## src/design/slicePkg.sv

```systemverilog
// Field encodings follow the 2901 microword layout; carry and overflow mean something only for arithmetic functions
`default_nettype none

package slicePkg;

    // Bits per slice; the lookahead terms inside bitSlice assume 4
    localparam int sliceWidth = 4;
    // 16-word register file
    localparam int regAddrWidth = 4;
    // Source in [2:0], function in [5:3], destination in [8:6]
    localparam int instrWidth = 9;

    // R and S operand pairs, named R then S
    typedef enum logic [2:0] {
        srcAQ,
        srcAB,
        srcZQ,
        srcZB,
        srcZA,
        srcDA,
        srcDQ,
        srcDZ
    } aluSrcE;

    // SUBR is S minus R, SUBS is R minus S
    typedef enum logic [2:0] {
        fnAdd,
        fnSubr,
        fnSubs,
        fnOr,
        fnAnd,
        fnNotRs,
        fnExor,
        fnExnor
    } aluFuncE;

    // D suffix shifts down (toward bit 0), U suffix shifts up
    typedef enum logic [2:0] {
        dstQReg,
        dstNop,
        dstRamA,
        dstRamF,
        dstRamQD,
        dstRamD,
        dstRamQU,
        dstRamU
    } aluDestE;

    // Registered result flags
    typedef struct packed {
        logic carry;
        logic overflow;
        logic zero;
        logic sign;
    } statusFlagsT;

endpackage

`default_nettype wire

```

## src/design/sliceCtrlIf.sv

```systemverilog
// Holds the latched microword shared by every slice; writeEn is a one-cycle strobe and the interface has no clock
`timescale 1ns/1ps
`default_nettype none

interface sliceCtrlIf ();
    import slicePkg::*;

    // Latched 9-bit instruction
    logic [instrWidth-1:0] instr;
    // A is read only, B is read and written
    logic [regAddrWidth-1:0] aAddr;
    logic [regAddrWidth-1:0] bAddr;
    // Register file and Q update enable
    logic writeEn;

    // Control FSM side
    modport ctrl (
        output instr,
        output aAddr,
        output bAddr,
        output writeEn
    );

    // Every bit slice reads the same copy
    modport slice (
        input instr,
        input aAddr,
        input bAddr,
        input writeEn
    );

endinterface

`default_nettype wire

```

## src/design/bitSlice.sv

```systemverilog
// One 4-bit 2901-style slice without tri-state output; registers and Q change only on edges with writeEn high
`timescale 1ns/1ps
`default_nettype none

module bitSlice (
    input  logic CLK,
    input  logic arstN,
    sliceCtrlIf.slice ctrl,
    input  logic [slicePkg::sliceWidth-1:0] d,
    input  logic cIn,
    input  logic ram0In,
    input  logic ram3In,
    input  logic q0In,
    input  logic q3In,
    output logic [slicePkg::sliceWidth-1:0] f,
    output logic [slicePkg::sliceWidth-1:0] y,
    output logic ram0Out,
    output logic ram3Out,
    output logic q0Out,
    output logic q3Out,
    output logic gBar,
    output logic pBar,
    output logic cOut,
    output logic ovr,
    output logic f3,
    output logic fZero
);
    import slicePkg::*;

    localparam int numWords = 2 ** regAddrWidth;

    // Two-port register file and Q
    logic [numWords-1:0][sliceWidth-1:0] ram;
    logic [sliceWidth-1:0] q;
    // Read ports and ALU operands
    logic [sliceWidth-1:0] aWord;
    logic [sliceWidth-1:0] bWord;
    logic [sliceWidth-1:0] r;
    logic [sliceWidth-1:0] s;
    // One extra bit on top catches the carry
    logic [sliceWidth:0] rExt;
    logic [sliceWidth:0] sExt;
    logic [sliceWidth:0] result;
    logic [sliceWidth-1:0] pTerm;
    logic [sliceWidth-1:0] gTerm;
    aluSrcE src;
    aluFuncE func;
    aluDestE dest;

    assign src  = aluSrcE'(ctrl.instr[2:0]);
    assign func = aluFuncE'(ctrl.instr[5:3]);
    assign dest = aluDestE'(ctrl.instr[8:6]);

    assign aWord = ram[ctrl.aAddr];
    assign bWord = ram[ctrl.bAddr];

    // R operand: A, D or zero
    always_comb begin
        case (src)
            srcAQ, srcAB: r = aWord;
            srcDA, srcDQ, srcDZ: r = d;
            default: r = '0;
        endcase
    end

    // S operand: Q, B, A or zero
    always_comb begin
        case (src)
            srcAQ, srcZQ, srcDQ: s = q;
            srcAB, srcZB: s = bWord;
            srcZA, srcDA: s = aWord;
            default: s = '0;
        endcase
    end

    // Subtraction inverts one side, carry-in supplies the +1
    assign rExt = (func == fnSubr) ? {1'b0, ~r} : {1'b0, r};
    assign sExt = (func == fnSubs) ? {1'b0, ~s} : {1'b0, s};

    always_comb begin
        case (func)
            fnAdd, fnSubr, fnSubs: result = rExt + sExt + {{sliceWidth{1'b0}}, cIn};
            fnOr: result = rExt | sExt;
            fnAnd: result = rExt & sExt;
            fnNotRs: result = ~rExt & sExt;
            fnExor: result = rExt ^ sExt;
            default: result = ~rExt ^ sExt;
        endcase
    end

    assign f     = result[sliceWidth-1:0];
    assign cOut  = result[sliceWidth];
    assign f3    = result[sliceWidth-1];
    assign fZero = ~|f;
    // Sign overflow: operands agree in sign, result does not
    assign ovr = ~(rExt[sliceWidth-1] ^ sExt[sliceWidth-1])
               & (rExt[sliceWidth-1] ^ result[sliceWidth-1]);

    // Lookahead terms on the possibly inverted operands
    assign pTerm = rExt[sliceWidth-1:0] | sExt[sliceWidth-1:0];
    assign gTerm = rExt[sliceWidth-1:0] & sExt[sliceWidth-1:0];
    assign pBar  = ~&pTerm;
    // Group generate, standard form
    assign gBar = ~(gTerm[3]
                  | (pTerm[3] & gTerm[2])
                  | (&pTerm[3:2] & gTerm[1])
                  | (&pTerm[3:1] & gTerm[0]));

    // RAMA passes A out, everything else shows F
    assign y = (dest == dstRamA) ? aWord : f;

    // Shift links to the neighbouring slices
    assign ram0Out = f[0];
    assign ram3Out = f[sliceWidth-1];
    assign q0Out   = q[0];
    assign q3Out   = q[sliceWidth-1];

    always_ff @(posedge CLK or negedge arstN) begin
        if (!arstN) begin
            ram <= '0;
            q   <= '0;
        end else if (ctrl.writeEn) begin
            // Register file write at the B address
            case (dest)
                dstRamA, dstRamF: ram[ctrl.bAddr] <= f;
                dstRamQD, dstRamD: ram[ctrl.bAddr] <= {ram3In, f[sliceWidth-1:1]};
                dstRamQU, dstRamU: ram[ctrl.bAddr] <= {f[sliceWidth-2:0], ram0In};
                default: ;
            endcase
            // Q load or shift
            case (dest)
                dstQReg: q <= f;
                dstRamQD: q <= {q3In, q[sliceWidth-1:1]};
                dstRamQU: q <= {q[sliceWidth-2:0], q0In};
                default: ;
            endcase
        end
    end

    // Storage moves only on the control FSM's execute strobe
    noWriteWhenIdle: assert property (@(posedge CLK) disable iff (!arstN)
        !ctrl.writeEn |=> ($stable(ram) && $stable(q)));

endmodule

`default_nettype wire

```

## src/design/carryLookahead.sv

```systemverilog
// Single-level lookahead over all slices; its carries only carry meaning for arithmetic functions
`timescale 1ns/1ps
`default_nettype none

module carryLookahead #(
    parameter int numSlices = 4
) (
    input  logic [numSlices-1:0] gBar,
    input  logic [numSlices-1:0] pBar,
    input  logic cIn,
    output logic [numSlices-1:0] carries,
    output logic cOut
);

    logic [numSlices-1:0] g;
    logic [numSlices-1:0] p;
    // Index k is the carry into slice k, top index is the word carry
    logic [numSlices:0] allCarry;
    logic [numSlices:0] rippleCarry;

    assign g = ~gBar;
    assign p = ~pBar;

    // Each carry is a flat sum of products, no carry feeds another
    always_comb begin
        logic term;
        allCarry = '0;
        for (int k = 0; k <= numSlices; k++) begin
            // Carry-in propagated through every lower slice
            term = cIn;
            for (int i = 0; i < k; i++) begin
                term = term & p[i];
            end
            allCarry[k] = term;
            // Slice j generates, all slices between propagate
            for (int j = 0; j < k; j++) begin
                term = g[j];
                for (int i = j + 1; i < k; i++) begin
                    term = term & p[i];
                end
                allCarry[k] = allCarry[k] | term;
            end
        end
    end

    assign carries = allCarry[numSlices-1:0];
    assign cOut    = allCarry[numSlices];

    // Slow ripple form, only for checking
    always_comb begin
        rippleCarry[0] = cIn;
        for (int k = 0; k < numSlices; k++) begin
            rippleCarry[k+1] = g[k] | (p[k] & rippleCarry[k]);
        end
    end

    // Lowest slice sees cIn and every upper carry matches a ripple
    always_comb begin
        lookaheadMatchesRipple: assert final (allCarry == rippleCarry);
    end

endmodule

`default_nettype wire

```

## src/design/microControl.sv

```systemverilog
// Four-phase req/ack sequencer running each microword once; the host must hold its inputs stable while req is high
`timescale 1ns/1ps
`default_nettype none

module microControl #(
    parameter int numSlices = 4
) (
    input  logic CLK,
    input  logic arstN,
    input  logic req,
    output logic ack,
    input  logic [slicePkg::instrWidth-1:0] instr,
    input  logic [slicePkg::regAddrWidth-1:0] aAddr,
    input  logic [slicePkg::regAddrWidth-1:0] bAddr,
    input  logic [numSlices*slicePkg::sliceWidth-1:0] dataIn,
    input  logic carryIn,
    sliceCtrlIf.ctrl ctrl,
    output logic [numSlices*slicePkg::sliceWidth-1:0] dataLatched,
    output logic carryLatched,
    input  logic [numSlices*slicePkg::sliceWidth-1:0] sliceY,
    input  logic sliceCarry,
    input  logic sliceOvr,
    input  logic sliceSign,
    input  logic sliceZero,
    output logic [numSlices*slicePkg::sliceWidth-1:0] dataOut,
    output slicePkg::statusFlagsT flags
);

    typedef enum logic [1:0] {
        stIdle,
        stExec,
        stDone
    } ctrlStateE;

    ctrlStateE state;
    ctrlStateE stateNext;
    // New request accepted this cycle
    logic latchEn;

    // Requests only count in IDLE with ack already low
    assign latchEn = (state == stIdle) && req && !ack;

    always_comb begin
        stateNext = state;
        case (state)
            stIdle: begin
                if (latchEn) begin
                    stateNext = stExec;
                end
            end
            // Exactly one execute cycle
            stExec: stateNext = stDone;
            // Held req parks the FSM here
            stDone: begin
                if (!req) begin
                    stateNext = stIdle;
                end
            end
            default: stateNext = stIdle;
        endcase
    end

    // The strobe is the EXEC state itself
    assign ctrl.writeEn = (state == stExec);

    always_ff @(posedge CLK or negedge arstN) begin
        if (!arstN) begin
            state   <= stIdle;
            ack     <= 1'b0;
            dataOut <= '0;
            flags   <= '0;
        end else begin
            state <= stateNext;
            if (state == stExec) begin
                // Result and flags captured on the same edge as the writes
                ack     <= 1'b1;
                dataOut <= sliceY;
                flags   <= '{carry: sliceCarry, overflow: sliceOvr,
                             zero: sliceZero, sign: sliceSign};
            end else if (state == stDone && !req) begin
                ack <= 1'b0;
            end
        end
    end

    // Latched microword, data word and carry-in for the slices and the lookahead
    always_ff @(posedge CLK or negedge arstN) begin
        if (!arstN) begin
            ctrl.instr   <= '0;
            ctrl.aAddr   <= '0;
            ctrl.bAddr   <= '0;
            dataLatched  <= '0;
            carryLatched <= 1'b0;
        end else if (latchEn) begin
            ctrl.instr   <= instr;
            ctrl.aAddr   <= aAddr;
            ctrl.bAddr   <= bAddr;
            dataLatched  <= dataIn;
            carryLatched <= carryIn;
        end
    end

    // ack rises only on an edge where the host was requesting
    ackNeedsReq: assert property (@(posedge CLK) disable iff (!arstN)
        $rose(ack) |-> $past(req));

    // One write per request, never back to back
    singleStrobe: assert property (@(posedge CLK) disable iff (!arstN)
        ctrl.writeEn |=> !ctrl.writeEn);

endmodule

`default_nettype wire

```

## src/design/slice16Top.sv

```systemverilog
// 16-bit unit of four slices with no output enable; carryOut and overflow are valid only after arithmetic functions
`timescale 1ns/1ps
`default_nettype none

module slice16Top #(
    parameter int numSlices = 4
) (
    input  logic CLK,
    input  logic arstN,
    input  logic req,
    output logic ack,
    input  logic [slicePkg::instrWidth-1:0] instr,
    input  logic [slicePkg::regAddrWidth-1:0] aAddr,
    input  logic [slicePkg::regAddrWidth-1:0] bAddr,
    input  logic [numSlices*slicePkg::sliceWidth-1:0] dataIn,
    input  logic carryIn,
    input  logic ramLsbIn,
    input  logic ramMsbIn,
    input  logic qLsbIn,
    input  logic qMsbIn,
    output logic [numSlices*slicePkg::sliceWidth-1:0] dataOut,
    output logic carryOut,
    output logic overflow,
    output logic zero,
    output logic sign
);
    import slicePkg::*;

    sliceCtrlIf ctrlIf ();

    // Word-wide buses built from the slice nibbles
    logic [numSlices*sliceWidth-1:0] dataLatched;
    logic [numSlices*sliceWidth-1:0] wordY;
    logic carryLatched;
    logic wordCarry;
    logic [numSlices-1:0] carries;
    // Per-slice status
    logic [numSlices-1:0] sliceGBar;
    logic [numSlices-1:0] slicePBar;
    logic [numSlices-1:0] sliceCOut;
    logic [numSlices-1:0] sliceOvr;
    logic [numSlices-1:0] sliceF3;
    logic [numSlices-1:0] sliceZero;
    // Shift links, one bit per slice
    logic [numSlices-1:0] ram0Out;
    logic [numSlices-1:0] ram3Out;
    logic [numSlices-1:0] q0Out;
    logic [numSlices-1:0] q3Out;
    logic [numSlices-1:0] ram0In;
    logic [numSlices-1:0] ram3In;
    logic [numSlices-1:0] q0In;
    logic [numSlices-1:0] q3In;
    statusFlagsT flags;

    // Down shift takes the next slice up, MSB fill at the top
    assign ram3In = {ramMsbIn, ram0Out[numSlices-1:1]};
    assign q3In   = {qMsbIn, q0Out[numSlices-1:1]};
    // Up shift takes the next slice down, LSB fill at the bottom
    assign ram0In = {ram3Out[numSlices-2:0], ramLsbIn};
    assign q0In   = {q3Out[numSlices-2:0], qLsbIn};

    microControl #(.numSlices(numSlices)) control (
        .CLK,
        .arstN,
        .req,
        .ack,
        .instr,
        .aAddr,
        .bAddr,
        .dataIn,
        .carryIn,
        .ctrl(ctrlIf.ctrl),
        .dataLatched,
        .carryLatched,
        .sliceY(wordY),
        .sliceCarry(wordCarry),
        .sliceOvr(sliceOvr[numSlices-1]),
        .sliceSign(sliceF3[numSlices-1]),
        .sliceZero(&sliceZero),
        .dataOut,
        .flags
    );

    carryLookahead #(.numSlices(numSlices)) lookahead (
        .gBar(sliceGBar),
        .pBar(slicePBar),
        .cIn(carryLatched),
        .carries,
        .cOut(wordCarry)
    );

    for (genvar k = 0; k < numSlices; k++) begin : sliceGen
        bitSlice slice (
            .CLK,
            .arstN,
            .ctrl(ctrlIf.slice),
            .d(dataLatched[k*sliceWidth +: sliceWidth]),
            .cIn(carries[k]),
            .ram0In(ram0In[k]),
            .ram3In(ram3In[k]),
            .q0In(q0In[k]),
            .q3In(q3In[k]),
            .f(),
            .y(wordY[k*sliceWidth +: sliceWidth]),
            .ram0Out(ram0Out[k]),
            .ram3Out(ram3Out[k]),
            .q0Out(q0Out[k]),
            .q3Out(q3Out[k]),
            .gBar(sliceGBar[k]),
            .pBar(slicePBar[k]),
            .cOut(sliceCOut[k]),
            .ovr(sliceOvr[k]),
            .f3(sliceF3[k]),
            .fZero(sliceZero[k])
        );
    end

    assign carryOut = flags.carry;
    assign overflow = flags.overflow;
    assign zero     = flags.zero;
    assign sign     = flags.sign;

    // Lookahead carries equal each slice's own ripple carry-out
    carryChainAgrees: assert property (@(posedge CLK) disable iff (!arstN)
        (ctrlIf.writeEn && (ctrlIf.instr[5:3] inside {fnAdd, fnSubr, fnSubs}))
        |-> ({wordCarry, carries[numSlices-1:1]} == sliceCOut));

endmodule

`default_nettype wire

```

## config.mk

```make
export PLATFORM = sky130hd
export DESIGN_NAME = slice16Top
export DESIGN_NICKNAME = d
export VERILOG_FILES = /design/src/design/slicePkg.sv /design/src/design/sliceCtrlIf.sv /design/src/design/bitSlice.sv /design/src/design/carryLookahead.sv /design/src/design/microControl.sv /design/src/design/slice16Top.sv
export SDC_FILE = /design/constraint.sdc
export NUM_CORES = 1
export LEC_CHECK = 0
export BUFFER_PORTS_ARGS = -buffer_cell sky130_fd_sc_hd__buf_2
export CORE_MARGIN = 1.5
export CORE_UTILIZATION = 50
export CTS_CLUSTER_DIAMETER = 40
export DETAILED_ROUTE_END_ITERATION = 7
export PLACE_DENSITY = 0.77
export SYNTH_ARGS = -nofsm -noshare
export SYNTH_HDL_FRONTEND = slang
export SYNTH_SLANG_ARGS = --single-unit
```

## constraint.sdc

```tcl
create_clock -name CLK -period 5.7 [get_ports CLK]
set_input_delay 0.855 -clock CLK [delete_from_list [all_inputs] [get_ports CLK]]
set_output_delay 0.855 -clock CLK [all_outputs]
set_load 0.05 [all_outputs]
```

---- Yosys cells after proc, flatten, opt, wreduce, memory -nomap -nowiden ----
Index checks and enable logic that the tools add are counted.
word-level totals
  bits in registers ....................... 329
  input bits .............................. 41
  output and inout bits ................... 21
  word-level logic and storage cells ...... 325
operators by class
  $add $sub $neg .......................... 8
  $lt $le $gt $ge ......................... 3
  eq/ne operators ......................... 23
  muxes and demuxes ....................... 67
  bitwise logic cells ..................... 94
  reductions and logical operators ........ 50
operators with widths
  kind                count
  $bwmux 64           12
  $pmux 64 s3         4
  $bmux 4 s4          8
  $pmux 4 s3          8
  $mux 4              21
  $pmux 4 s5          4
  $not 4->4           14
  $and 4x4->4         12
  $eq 3x3->1 const B  11
  $or 4x4->4          8
  $pmux 4 s2          4
  $xor 4x4->4         8
  $and 1x1->1         23
  $or 1x1->1          22
  $reduce_and 4->1    5
  $eq 3x2->1 const B  6
  $add 4x1->4         4
  $add 4x4->4         4
  $demux 4 s4         1
  $reduce_or 4->1     4
  $reduce_and 2->1    7
  $reduce_and 3->1    4
  $reduce_or 2->1     6
  $logic_not 1->1     10
  18 further kinds    35

---- Logic depth before layout (Yosys ltp) ----
  depth after elaboration ................. 22
  gate-level depth with buffers ........... 32
  gate-level depth less buffers ........... 27

---- Modules after synthesis ----
Synthesis repeated with hierarchy kept, for this count alone.
unflattened totals
  cell total of the unflattened synthesis .. 2620
  area total of the unflattened synthesis .. 25155.4 um^2
modules (own cells, without submodules)
  module                        times used  cells each  area each (um^2)  seq. area each (um^2)
  bitSlice (sliceGen[2].slice)  1           641         5959.5            1701.6
  bitSlice (sliceGen[1].slice)  1           659         5943.2            1701.6
  bitSlice (sliceGen[0].slice)  1           668         5791.8            1701.6
  bitSlice (sliceGen[3].slice)  1           518         5225.0            1701.6
  microControl                  1           124         2143.3            1426.4
  carryLookahead                1           9           83.8              0.0
  slice16Top                    1           1           8.8               0.0

---- Worst setup path before layout ----
No wires, ideal clock.
  path type ............................... reg2reg
  from .................................... register control.ctrl.bAddr[0]
  to ...................................... register, netlist name control.flags[1]
  library setup time ...................... 68 ps
  arrival ................................. 5707 ps
  data required time ...................... 5632 ps
  slack ................................... -75 ps
  stages on the path, launching flop included .. 29
  buffers on the path ..................... 5
  clock period less this slack ............ 5775 ps
  path through ............................ dfrtp_1 > buf_6 > buf_6 > buf_6 > buf_2 > buf_4 > mux4_2 > a22oi_1 > o2111ai_1 > xnor2_1 > inv_1 > ha_1 > a21oi_1 > o21bai_1 > a21o_1 > a21oi_1 > o21ai_0 > a31oi_1 > fa_1 > nor2b_1 > o21a_1 > or3_1 > a21oi_1 > a21oi_1 > o221ai_2 > nand4_1 > or4_1 > nor3_2 > a32o_1
on the way
  word-level cells in the longest chain between the ends .. 22
  elaborated cells between the ends (all ways) .. 114
  classes of those cells .................. add/sub: 8; mux: 20; bitwise: 65; reduce/logical: 21
ends and longest elaborated chain
  element                                                 RTL line                          source
  start: declaration                                      sliceCtrlIf.sv:20                 output bAddr,
  $bmux 4 s4                                              bitSlice.sv:55                    assign bWord = ram[ctrl.bAddr];
  $mux 4 (implied by the code)                            bitSlice.sv:55
  $pmux 4 s3                                              bitSlice.sv:68                    case (src)
  $not 4->4                                               bitSlice.sv:78                    assign sExt = (func == fnSubs) ? {1'b0, ~s} : {1'b0, s};
  $mux 4                                                  bitSlice.sv:78
  $or 4x4->4 / $and 4x4->4 (equally long branches)        n/a
  $and 1x1->1 / $reduce_and 2->1 (equally long branches)  bitSlice.sv:105, bitSlice.sv:106
  $or 1x1->1 / $and 1x1->1 (equally long branches)        bitSlice.sv:105, bitSlice.sv:106
  [... 3 more ...]                                        n/a
  $not 4->4                                               carryLookahead.sv:21              assign g = ~gBar;
  $and 1x1->1 (2 in series)                               carryLookahead.sv:39              term = term & p[i];
  $or 1x1->1 (3 in series)                                carryLookahead.sv:41              allCarry[k] = allCarry[k] | term;
  $add 4x1->4                                             bitSlice.sv:82                    fnAdd, fnSubr, fnSubs: result = rExt + sExt + {{sliceWidth{1'b0}}, cIn};
  $pmux 4 s5                                              bitSlice.sv:81                    case (func)
  $reduce_or 4->1                                         bitSlice.sv:94                    assign fZero = ~|f;
  $logic_not 1->1                                         bitSlice.sv:94
  $reduce_and 4->1 (*)                                    slice16Top.sv:79                  .sliceZero(&sliceZero),
Mark *: on every way between the ends. The rest lies on a longest branch, timed or not. The select of a mux whose other input is x is not followed.
A chain may end at the register's enable or synchronous reset.

==> results.py <==
metrics = {
    "synth": {
        "synth_warnings": 0,
        "synth_edf_count": 0,
        "synthFlopType": "dfrtp_1",
        "yosysTopAreaCellShare_pct": 40.00,
        "synthTopCellsByArea": "dfrtp_1 40%, mux4_2 13%, mux2_2 11%",
        "yosysUniqueCellTypes": 96,
        "syn-num-nets": 1939,
        "synthCells": 1844,
        "netlist_top_cells_count": "329 x dfrtp_1, 213 x nand2_1, 198 x mux2_2",
        "ys_seq_area_share_pct": 40.00,
        "synth_largest_area_cell": "dfrtp_1",
        "syn_avg_cell_area_um2": 11.16,
        "synthArstFlopShare_pct": 100.0,
        "synth-seq-cells": 329,
        "synthesis.area_um2": 20580,
        "synth_most_common_cell": "dfrtp_1",
    },
    "drt": {
        "drtIter0Drc": 2461,
        "dr.pass1.iters": 6,
        "antenna_left": 0,
        "drc": 0,
        "via_count": 18000,
        "routed_wl_mm": 74.93,
        "maxUsedRoutingLayer": "met5",
        "wl_met2_mm": 34.65,
        "wl_per_cell_um": 27.77,
        "wl_met3_mm": 8.119,
        "m1WireLength_mm": 26.09,
        "vias_per_cell": 6.672,
    },
    "place": {
        "dp_hpwl_mm": 49.75,
        "port_buffers": 61,
        "dpl_worst_slack_ns": -0.5337,
        "gp_congestion": 1.027,
    },
    "clock_tree": {
        "clock_sinks": 329,
        "cts_buffer_depth": 3,
        "htree_levels": 2,
        "path_clk_slew_ns": 0.06,
        "cts_buffers": 46,
        "cts_tree": "done",
        "cts_root_buf": "clkbuf_16",
        "ctsHoldBuffers": 0,
        "clk-insertion-delay-late_ns": 0.60,
    },
    "timing": {
        "fin_crit_sh_pct": 102.2,
        "tns_ns": -4.638,
        "slew_violations": 0,
        "hold_slack_ns": 0.2548,
        "final_hold_viol_count": 0,
        "clock-skew-final_ns": 0.02966,
        "clock.fmax_mhz": 171.6,
        "setup_ws_ns": -0.1278,
        "rsz0062_at_grt": "true",
        "relSlewSlack_pct": 18.95,
        "period_needed_ns": 5.828,
        "setup_viol": 70,
        "worst_pin_slew_ns": 1.211,
    },
    "floorplan": {
        "rows": 74,
        "die_y_um": 205.9,
        "start_util_pct": 50.52,
        "die_w_um": 205.9,
        "die-area_um2": 42390,
        "core_area_um2": 40740,
        "ioPinCount": 62,
    },
    "critical_path": {
        "ff2ff_path_depth": 27,
        "cp.required_ns": 6.24,
        "cp-start-kind": "flip-flop",
        "critPathSlowestCell": "dfrtp_4",
        "cp_max_fo": 8,
        "cpMostUsedCell": "buf_6",
        "max_stage_delay_ns": 0.51,
        "critPathCaptureType": "flip-flop",
        "critPathArrivalTime_ns": 6.37,
        "critPathKind": "flip-flop to flip-flop",
    },
    "layout": {
        "nets": 2223,
        "drive_gt1_share_pct": 42.31,
        "fillers": 2939,
        "area_growth_pct": 26.52,
    },
    "global_route": {
        "track_usage_pct": 34.11,
        "first_global_vias": 17790,
        "grt_max_degree": 141,
        "antenna_found_initial": 1,
        "grt-ovfl-total": 0,
        "grt_pass1_wl_mm": 107.5,
    },
    "run_status": {
        "violations": "negative setup slack",
        "outcome": "complete, but fails checks",
    },
    "hold_path": {
        "hp-class": "primary input to async pin",
    },
    "job": {
        "maxCapViolations": 0,
    },
}
==> worst max-delay path, delay by kind of cell, from the launching register on <==
kind	cells	cell delay (ns)
compound gates	8	1.35
mux	4	1.31
buf+inv	10	1.26
fa+ha+maj	3	1.07
flops	1	0.51
xor+xnor	1	0.17
simple gates	1	0.09
==> cell families after synthesis <==
kind of cell	after synthesis	synth area share [%]
adders and majority gates	54	3.575
AOI/OAI and AO/OA	413	13.55
xor gates and xnor gates	51	2.444
buffers and inverters	181	4.189
muxes	371	26.60
and+or+nand+nor	445	9.642
DFF	329	40.00
==> layout by cell type (no fill, tap or decap), types with 11 or more instances in the layout <==
cell type | Yosys | layout
a22oi_1 | 42 | 36
a21oi_1 | 75 | 64
buf_6 | 10 | 17
mux2_4 | 0 | 45
o21ai_0 | 123 | 91
o21ai_2 | 3 | 21
nand2_1 | 213 | 211
buf_12 | 0 | 22
and2_1 | 11 | 11
dfrtp_1 | 329 | 324
mux4_2 | 120 | 120
buf_2 | 24 | 60
mux2i_1 | 50 | 49
a21oi_2 | 3 | 11
clkbuf_16 | 0 | 52
buf_4 | 11 | 256
nor2b_1 | 21 | 19
inv_1 | 47 | 42
nor2_1 | 114 | 105
o21ai_1 | 32 | 43
mux2_2 | 198 | 153
xnor2_1 | 41 | 35
nand3_1 | 18 | 15
ha_1 | 46 | 40
==> through the flow <==
| step | util [%] | std cells | area, µm² |
|---|---|---|---|
| after floorplan | - | 1844 | 20590 |
| final | 63.92 | 2698 | 26040 |
| after global placement | 56.46 | 2552 | 23000 |
| after CTS | 61.19 | 2651 | 24930 |
| after global routing | 63.91 | 2697 | 26040 |
| after detailed placement | 56.46 | 2552 | 23000 |
==> layer usage <==
layer  track usage [%]  vias up
met2             53.94     1320
met3             9.035      405
met5                 0        -
li1                  -     7372
met4             22.83        2
met1             41.10     8901
==> worst paths after layout <==
kind	start	to	slack, ns
setup / recovery	control.ctrl.aAddr[0]$_DFFE_PN0P_	flip-flop	-0.13
hold / removal	arstN	async pin	0.25
setup reg to reg	control.ctrl.aAddr[0]$_DFFE_PN0P_	flip-flop	-0.13
hold reg to reg	control.dataOut[6]$_DFFE_PN0P_	control.dataOut[6]$_DFFE_PN0P_	0.48
max in group asynchronous	arstN	control.ctrl.bAddr[1]$_DFFE_PN0P_	3.97
min in group CLK	aAddr[3]	control.ctrl.aAddr[3]$_DFFE_PN0P_	0.47
==> what timing repair did <==
item	CTS	global route
resized for setup	46	176
endpoints found under the setup margin	199	219
pin swaps	12	55
cloned	2	6
buffers inserted	12	43
==> area by class of cell <==
cell class,instances,area (µm²),area share (%)
multi-input combinational,1334,12260,47.07
sequential,329,8247,31.67
timing repair buffer,367,3112,11.95
clock buffer,53,1217,4.675
tap,532,665.6,2.556
clock inverter,32,351.6,1.350
inverter,50,187.7,0.7207
antenna,1,2.502,0.009610
Power is not shown: default switching activity piles up to over one toggle a cycle in this logic, so the estimate is an artifact.
